[src/logic/bp_pkg.sv]
package bp_pkg;

    // address and table geometry
    localparam int xlen = 32;
    localparam logic [xlen-1:0] reset_pc = '0;

    localparam int btb_index_bits = 4;                          // pc[5:2]
    localparam int btb_entries = 1 << btb_index_bits;
    localparam int btb_tag_bits = xlen - btb_index_bits - 2;    // pc bits above the index

    localparam int history_depth = 6;
    localparam int pht_entries = 1 << history_depth;            // one counter per history value

    localparam int perf_counter_width = 16;

    // kind of control-flow instruction, as reported by decode
    typedef enum logic [1:0] {
        none = 2'b00,
        br   = 2'b01,
        jal  = 2'b10,
        jalr = 2'b11
    } cf_kind_t;

    // two-bit saturating counter, upper bit is the predicted direction
    typedef enum logic [1:0] {
        strong_nt = 2'b00,
        weak_nt   = 2'b01,
        weak_t    = 2'b10,
        strong_t  = 2'b11
    } counter_t;

    typedef struct packed {
        logic                    valid;
        logic [btb_tag_bits-1:0] tag;
        cf_kind_t                kind;
        logic [xlen-1:0]         target;
    } btb_entry_t;

endpackage : bp_pkg
[src/logic/branch_predictor.sv]
module branch_predictor (
    input  logic                                    clk,
    input  logic                                    rst,
    input  logic                                    stall,

    // resolved instruction from decode
    input  logic                                    res_valid,
    input  logic [bp_pkg::xlen-1:0]                 res_pc,
    input  bp_pkg::cf_kind_t                        res_kind,
    input  logic                                    res_taken,
    input  logic [bp_pkg::xlen-1:0]                 res_target,
    input  logic                                    res_hit,
    input  logic                                    res_pred_taken,
    input  logic [bp_pkg::xlen-1:0]                 res_pred_target,
    input  logic [bp_pkg::history_depth-1:0]        res_ghist,

    // fetch address and its prediction tag
    output logic [bp_pkg::xlen-1:0]                 pc,
    output logic                                    pred_hit,
    output logic                                    pred_taken,
    output logic [bp_pkg::xlen-1:0]                 pred_target,
    output logic [bp_pkg::history_depth-1:0]        pred_ghist,
    output logic                                    redirect,

    output logic [bp_pkg::perf_counter_width-1:0]   num_control_flow,
    output logic [bp_pkg::perf_counter_width-1:0]   num_correct
);
    import bp_pkg::*;

    btb_entry_t      lookup_entry;
    btb_entry_t      btb_wr_entry;
    logic            btb_write;
    logic [xlen-1:0] redirect_pc;
    logic            train_dir;
    logic            count_cf;
    logic            count_correct;

    assign pred_target = lookup_entry.target;

    branch_target_buffer i_btb (
        .clk      (clk),
        .rst      (rst),
        .rd_pc    (pc),
        .wr_en    (btb_write),
        .wr_pc    (res_pc),
        .wr_entry (btb_wr_entry),
        .rd_hit   (pred_hit),
        .rd_entry (lookup_entry)
    );

    global_history_predictor i_ghp (
        .clk         (clk),
        .rst         (rst),
        .train       (train_dir),
        .train_taken (res_taken),
        .train_index (res_ghist),   // counter that made the prediction
        .lookup_hit  (pred_hit),
        .lookup_kind (lookup_entry.kind),
        .history     (pred_ghist),
        .pred_taken  (pred_taken)
    );

    branch_resolver i_resolver (
        .stall           (stall),
        .res_valid       (res_valid),
        .res_pc          (res_pc),
        .res_target      (res_target),
        .res_pred_target (res_pred_target),
        .res_kind        (res_kind),
        .res_taken       (res_taken),
        .res_hit         (res_hit),
        .res_pred_taken  (res_pred_taken),
        .redirect        (redirect),
        .redirect_pc     (redirect_pc),
        .train_dir       (train_dir),
        .btb_write       (btb_write),
        .btb_wr_entry    (btb_wr_entry),
        .count_cf        (count_cf),
        .count_correct   (count_correct)
    );

    fetch_pc i_fetch_pc (
        .clk         (clk),
        .rst         (rst),
        .stall       (stall),
        .redirect    (redirect),
        .redirect_pc (redirect_pc),
        .pred_taken  (pred_taken),
        .pred_target (lookup_entry.target),
        .pc          (pc)
    );

    perf_counter #(.width(perf_counter_width)) i_cf_counter (
        .clk   (clk),
        .rst   (rst),
        .count (count_cf),
        .value (num_control_flow)
    );

    perf_counter #(.width(perf_counter_width)) i_correct_counter (
        .clk   (clk),
        .rst   (rst),
        .count (count_correct),
        .value (num_correct)
    );

endmodule : branch_predictor

[src/logic/fetch_pc.sv]
module fetch_pc (
    input  logic                     clk,
    input  logic                     rst,
    input  logic                     stall,
    input  logic                     redirect,
    input  logic [bp_pkg::xlen-1:0]  redirect_pc,
    input  logic                     pred_taken,
    input  logic [bp_pkg::xlen-1:0]  pred_target,
    output logic [bp_pkg::xlen-1:0]  pc
);
    import bp_pkg::*;

    logic [xlen-1:0] next_pc;

    // a redirect beats the prediction for this cycle
    always_comb begin
        if (stall) begin
            next_pc = pc;
        end else if (redirect) begin
            next_pc = redirect_pc;
        end else if (pred_taken) begin
            next_pc = pred_target;
        end else begin
            next_pc = pc + 32'd4;
        end
    end

    always_ff @(posedge clk) begin
        if (rst) begin
            pc <= reset_pc;
        end else begin
            pc <= next_pc;
        end
    end

    // targets from the buffer and from decode must keep fetch aligned
    pc_aligned: assert property (
        @(posedge clk) disable iff (rst) pc[1:0] == 2'b00
    );

endmodule : fetch_pc

[src/logic/branch_resolver.sv]
module branch_resolver (
    input  logic                     stall,
    input  logic                     res_valid,
    input  logic [bp_pkg::xlen-1:0]  res_pc,
    input  logic [bp_pkg::xlen-1:0]  res_target,
    input  logic [bp_pkg::xlen-1:0]  res_pred_target,
    input  bp_pkg::cf_kind_t         res_kind,
    input  logic                     res_taken,
    input  logic                     res_hit,
    input  logic                     res_pred_taken,
    output logic                     redirect,
    output logic [bp_pkg::xlen-1:0]  redirect_pc,
    output logic                     train_dir,
    output logic                     btb_write,
    output bp_pkg::btb_entry_t       btb_wr_entry,
    output logic                     count_cf,
    output logic                     count_correct
);
    import bp_pkg::*;

    logic            accept;
    logic [xlen-1:0] seq_pc;
    logic [xlen-1:0] actual_target;
    logic [xlen-1:0] actual_next;
    logic [xlen-1:0] pred_next;
    logic            target_ok;
    logic            correct;

    assign accept = res_valid && !stall;
    assign seq_pc = res_pc + 32'd4;

    // jalr drops the low bit of rs1 + imm
    assign actual_target = (res_kind == jalr) ? {res_target[xlen-1:1], 1'b0} : res_target;
    assign actual_next   = res_taken ? actual_target : seq_pc;
    assign pred_next     = res_pred_taken ? res_pred_target : seq_pc;

    assign redirect    = accept && (actual_next != pred_next);
    assign redirect_pc = actual_next;

    assign target_ok = (res_pred_target == actual_target);

    // direction and target both count toward a correct prediction
    always_comb begin
        correct = 1'b0;
        unique case (res_kind)
            br: begin
                if (res_hit) begin
                    correct = (res_pred_taken == res_taken) && target_ok;
                end else begin
                    correct = !res_taken;   // a miss falls through
                end
            end
            jal, jalr: correct = res_hit && target_ok;
            default:   correct = 1'b0;
        endcase
    end

    assign count_cf      = accept && (res_kind != none);
    assign count_correct = accept && correct;

    assign train_dir = accept && (res_kind == br);
    assign btb_write = accept && ((res_kind == jal) || (res_kind == jalr) ||
                                  (res_kind == br && res_taken));

    assign btb_wr_entry = '{
        valid:  1'b1,
        tag:    res_pc[xlen-1:btb_index_bits+2],
        kind:   res_kind,
        target: actual_target
    };

endmodule : branch_resolver

[src/logic/perf_counter.sv]
module perf_counter #(
    parameter int width = bp_pkg::perf_counter_width
) (
    input  logic             clk,
    input  logic             rst,
    input  logic             count,
    output logic [width-1:0] value
);

    // wraps to zero past the top, no overflow flag
    always_ff @(posedge clk) begin
        if (rst) begin
            value <= '0;
        end else if (count) begin
            value <= value + 1'b1;
        end
    end

endmodule : perf_counter

[src/logic/global_history_predictor.sv]
module global_history_predictor (
    input  logic                              clk,
    input  logic                              rst,
    input  logic                              train,
    input  logic                              train_taken,
    input  logic [bp_pkg::history_depth-1:0]  train_index,
    input  logic                              lookup_hit,
    input  bp_pkg::cf_kind_t                  lookup_kind,
    output logic [bp_pkg::history_depth-1:0]  history,
    output logic                              pred_taken
);
    import bp_pkg::*;

    counter_t pht [pht_entries];    // indexed by global history
    counter_t train_ctr;
    logic     dir_taken;

    assign train_ctr = pht[train_index];
    assign dir_taken = pht[history][1];     // upper bit gives direction

    // jumps always go, branches follow the counter
    always_comb begin
        pred_taken = 1'b0;
        if (lookup_hit) begin
            unique case (lookup_kind)
                jal, jalr: pred_taken = 1'b1;
                br:        pred_taken = dir_taken;
                default:   pred_taken = 1'b0;
            endcase
        end
    end

    always_ff @(posedge clk) begin
        if (rst) begin
            history <= '0;
        end else if (train) begin
            history <= {history[history_depth-2:0], train_taken};   // newest outcome at bit 0
        end
    end

    always_ff @(posedge clk) begin
        if (rst) begin
            for (int i = 0; i < pht_entries; i++) begin
                pht[i] <= weak_nt;
            end
        end else if (train) begin
            if (train_taken && train_ctr != strong_t) begin
                pht[train_index] <= counter_t'(train_ctr + 2'd1);
            end else if (!train_taken && train_ctr != strong_nt) begin
                pht[train_index] <= counter_t'(train_ctr - 2'd1);
            end
        end
    end

    // counter moves only toward the outcome, so it never wraps
    ctr_saturates: assert property (
        @(posedge clk) disable iff (rst)
        train |=> ($past(train_taken) ? (pht[$past(train_index)] >= $past(train_ctr))
                                      : (pht[$past(train_index)] <= $past(train_ctr)))
    );

endmodule : global_history_predictor

[src/logic/branch_target_buffer.sv]
module branch_target_buffer (
    input  logic                     clk,
    input  logic                     rst,
    input  logic [bp_pkg::xlen-1:0]  rd_pc,
    input  logic                     wr_en,
    input  logic [bp_pkg::xlen-1:0]  wr_pc,
    input  bp_pkg::btb_entry_t       wr_entry,
    output logic                     rd_hit,
    output bp_pkg::btb_entry_t       rd_entry
);
    import bp_pkg::*;

    logic [btb_index_bits-1:0] rd_index;
    logic [btb_tag_bits-1:0]   rd_tag;
    logic [btb_index_bits-1:0] wr_index;
    logic [btb_tag_bits-1:0]   wr_tag;

    logic [btb_entries-1:0] valid;      // one valid bit per entry
    btb_entry_t             entries [btb_entries];

    // word aligned, so bits 1:0 never take part
    assign rd_index = rd_pc[btb_index_bits+1:2];
    assign rd_tag   = rd_pc[xlen-1:btb_index_bits+2];
    assign wr_index = wr_pc[btb_index_bits+1:2];
    assign wr_tag   = wr_pc[xlen-1:btb_index_bits+2];

    always_ff @(posedge clk) begin
        if (rst) begin
            valid <= '0;
        end else if (wr_en) begin
            valid[wr_index] <= 1'b1;
        end
    end

    // payload, tag always taken from the write address
    always_ff @(posedge clk) begin
        if (wr_en) begin
            entries[wr_index] <= '{
                valid:  1'b1,
                tag:    wr_tag,
                kind:   wr_entry.kind,
                target: wr_entry.target
            };
        end
    end

    // asynchronous lookup for the fetch pc
    always_comb begin
        rd_entry       = entries[rd_index];
        rd_entry.valid = valid[rd_index];   // stored copy may be stale before first write
        rd_hit         = valid[rd_index] && (entries[rd_index].tag == rd_tag);
    end

    wr_en_known: assert property (
        @(posedge clk) disable iff (rst) !$isunknown(wr_en)
    );

endmodule : branch_target_buffer

[config.mk]
export PLATFORM = sky130hd
export DESIGN_NAME = branch_predictor
export DESIGN_NICKNAME = d
export VERILOG_FILES = /design/src/logic/bp_pkg.sv /design/src/logic/branch_predictor.sv /design/src/logic/fetch_pc.sv /design/src/logic/branch_resolver.sv /design/src/logic/perf_counter.sv /design/src/logic/global_history_predictor.sv /design/src/logic/branch_target_buffer.sv
export SDC_FILE = /design/constraint.sdc
export NUM_CORES = 1
export LEC_CHECK = 0
export BUFFER_PORTS_ARGS = -buffer_cell sky130_fd_sc_hd__clkbuf_2
export CAP_MARGIN = 20
export CORE_ASPECT_RATIO = 0.8
export CORE_MARGIN = 8
export CORE_UTILIZATION = 56
export CTS_CLUSTER_DIAMETER = 30
export CTS_CLUSTER_SIZE = 25
export DETAILED_ROUTE_END_ITERATION = 16
export PLACE_DENSITY = 0.71
export SYNTH_ARGS = -nofsm -noshare
export SYNTH_HDL_FRONTEND = slang
export SYNTH_SLANG_ARGS = --single-unit
[constraint.sdc]
create_clock -name clk -period 11.1 [get_ports clk]
set_input_delay 0 -clock clk [delete_from_list [all_inputs] [get_ports clk]]
set_output_delay 0 -clock clk [all_outputs]
set_load 0.01 [all_outputs]
==> impl_results.md <==
- Crit path cell chain: buf_4 -> buf_4 -> mux4_2 -> mux4_2 -> xnor2_1 -> nand3_1 -> nor4_1 -> nand4_1 -> buf_4 -> inv_1 -> clkbuf_2
- Final Cycle Share: 48.0%
- Yosys cell types: 86
- First DRT Iteration DRCs: 4245
- Post-detail-place hpwl: 95300 um
- Status: complete, no violations
- Fillers: 6047
- Flops & latches, synth: 1184
- Antenna viol nets, final: 0
- Worst min-delay path class: in2reg
- Avg Vias per Cell: 6.71
- Finished Cell Area: 60300 um2
- Post_cts resized: 0
- Switching power: 2710 uW
- Core Area: 90800 um2
- Synth Flop Type: edfxtp_1
- Nets: 3529
- Die height: 286 um
- Final worst-path setup slack: 5770 ps
- Routed WL: 153000 um
- CP bufs+invs: 5
- Hold WS: 90.9 ps
- Clock sink count: 1184
- Top delay family on crit path: buffers and inverters
- CTS tree: built
- Yosys warns: 0
- Postcts setup bufs: 0
- Ports: 216
- Clock Power Share: 48.8%
- Async set-reset flop share out of synthesis: 0%
- Longest Clk Path Bufs: 3
- Gate power share: 7.6%
- Largest net degree at the start of global routing: 110
- Cells after Synth: 3077
- Sw frac: 23.8%
- Slowest cell on the critical path: buf_4
- Data required time at the worst endpoint: 11100 ps
- Routed length per instance: 32.0 um
- Share of layout cells above drive strength 1: 26.7%
- Placed cell area: 53500 um2
- Number of port buffers: 215
- Total power: 11400 uW
- Highest cell delay on the worst timing path: 870 ps
- Total grt overflow: 0
- Cell mode on critical path: buf_4
- RSZ-0062 raised after global routing: false
- CP Depth: 11
- Critical Path Source Type: flip-flop
- Crit-path max FO: 68
- Setup WS pre-CTS: 5900 ps
- DRC: 0
- Worst-path clk slew: 60 ps
- Worst relative slew slack: 24.2%
- Root buffer selected by CTS: clkbuf_16
- CTS H-tree lvls: 4
- P_leak: 0.0194 uW
- Synth-to-layout area growth: 18.1%
- Mapped Area: 51100 um2
- Fin crit period: 5330 ps
- Peak Freq: 0.188 GHz
- Max_cap viols: 0
- Pwr/cell area: 189 nW/um2
- Vias in the first global route: 31.6k
- Final Skew: 31.1 ps
- First-pass GRT wire length: 221000 um
- P_int: 8690 uW
- Final Hold Viols: 0
- TritonRoute pass-1 iters: 7
- Worst-Margin Slew: 1130 ps
- Setup TNS: 0 ps
- Worst setup EP type: primary output
- Sequential power share: 43.6%
- CP Class: reg2out
- R2R setup slack: 5920 ps
- Avg Cell Area, Syn: 16.6 um2
- RePlAce Congestion: 0.998
- Initial core utilization: 56.3%
- Hold depth: 1
- Peak supply drop: 0.207 mV
- Die width: 354 um
- Final setup fails: 0
- R2r worst-path depth: 12
- Initial antenna violation count: 17
- Worst min-delay path startpoint: res_pc[18]
- Syn_nets: 3195
- Worst hold endpoint: i_btb.entries[13][46]$_DFFE_PP_
- Sequential fraction of the synthesis area: 67.7%
- GRT Total Usage: 29.8%
- Area of the multi-input gates: 15600 um2
- Max Slew Vio Count: 0
- R2r endpoint: i_fetch_pc.pc[0]$_SDFFE_PP0P_
- Die area: 101000 um2
- Via count: 32.1k
- Num rows: 99
- WP data arrival: 5330 ps
- Hold_buf cts: 72
- Register Area: 34600 um2
- Total CTS buffers: 173
- Post-synth EDFFs: 1088
- Clk_lat worst skew: 760 ps
[how the worst max path moves through the flow]
stage / end / slack [ps]
3_3_place_gp: flip-flop / 5850
4_1_cts: pred_taken / 5710
2_1_floorplan: i_btb.entries[3][0]$_DFFE_PP_ / 3110
6_report: pred_taken / 5770
3_5_place_dp: flip-flop / 5900
5_1_grt: pred_taken / 5500
[registers in the layout, indices dropped and copies added, names as in the netlist, named ones only]
signal / flops
i_ghp.pht: 128
i_fetch_pc.pc: 32
i_ghp.history: 6
i_correct_counter.value: 16
i_btb.valid: 16
i_cf_counter.value: 16
i_btb.entries: 960
[metrics by stage]
step	utilization [%]	std cells
3_5_place_dp	59.0	4375
5_1_grt	66.4	4775
2_1_floorplan	-	3077
6_report	66.4	4780
4_1_cts	66.4	4771
3_3_place_gp	58.9	4373
[cell usage after synthesis, types with 20 or more instances]
master	count	area, um2
and3_1	29	181
mux2i_1	82	821
o21ai_0	110	551
xnor2_1	118	1030
nor2_1	195	732
nand3_1	61	305
nand2_1	183	687
edfxtp_1	1088	32700
a22oi_1	57	428
a21oi_1	38	190
nand4_1	33	206
clkbuf_1	117	439
nor3_1	46	230
buf_2	59	295
inv_1	30	113
dfxtp_1	96	1920
mux4_2	294	6620
o31ai_1	20	150
xor2_1	66	578
[power groups by stage]
stage	clock, uW	combinational, uW	sequential [uW]
global route	5800	910	4980
detailed placement	0	830	5060
finish	5560	867	4970
global placement	0	816	5060
CTS	5610	859	4970
floorplan	0	516	5030
[area by class of cell]
class | count | share of cell area [%]
diodes | 8 | 0.0332
clock buffers | 185 | 7.36
clock inverters | 139 | 2.62
inverters | 31 | 0.195
multi-input cells | 1662 | 25.9
flip-flops and latches | 1184 | 57.4
well taps | 1212 | 2.51
repair buffers | 359 | 3.97
[cell families after synthesis]
logic type | synth area share (%)
flops | 67.7
simple gates | 6.84
mux | 14.9
compound gates | 5.15
buf+inv | 1.94
xor+xnor | 3.24
fa+ha+maj | 0.171
[worst reg2reg max path, cell delays in order, from the launching register on]
cell and delay (ps):
dfxtp_4 620, buf_4 680, buf_4 920, mux4_2 470
mux4_2 480, xnor2_1 190, nand3_1 160, nor4_1 330
nand4_1 140, buf_4 270, nand2b_1 310, mux2_2 330
o21a_1 160
[layer usage]
metal	track usage [%]	wire, um	vias up
met4	8.55	4090	8
met1	43.1	60200	16400
li1	-	-	13100
met2	44.6	69100	2249
met3	8.57	19400	319
met5	0	48	-
[cells in the final DEF (no fill, tap or decap), types with 16 or more instances in the layout]
master | Yosys | routed
or3_1 | 16 | 16
clkinv_1 | 0 | 18
clkinv_4 | 0 | 21
o21ai_0 | 110 | 110
inv_1 | 30 | 30
bufinv_16 | 0 | 20
nand2_1 | 183 | 183
dlygate4sd3_1 | 0 | 72
nor3_1 | 46 | 42
clkinvlp_4 | 0 | 23
dfxtp_1 | 96 | 92
inv_6 | 0 | 30
nand3_1 | 61 | 61
nor2_1 | 195 | 186
clkinv_2 | 0 | 16
clkbuf_16 | 0 | 176
mux2_2 | 16 | 16
a21oi_1 | 38 | 38
clkbuf_2 | 0 | 215
buf_4 | 9 | 67
mux2i_1 | 82 | 82
mux4_2 | 294 | 294
nand2b_1 | 17 | 17
edfxtp_1 | 1088 | 1088
a31oi_1 | 19 | 18
xnor2_1 | 118 | 118
a22oi_1 | 57 | 57
o31ai_1 | 20 | 20
xor2_1 | 66 | 66
and3_1 | 29 | 29
nand4_1 | 33 | 33
(Power assumes the default switching activity.)
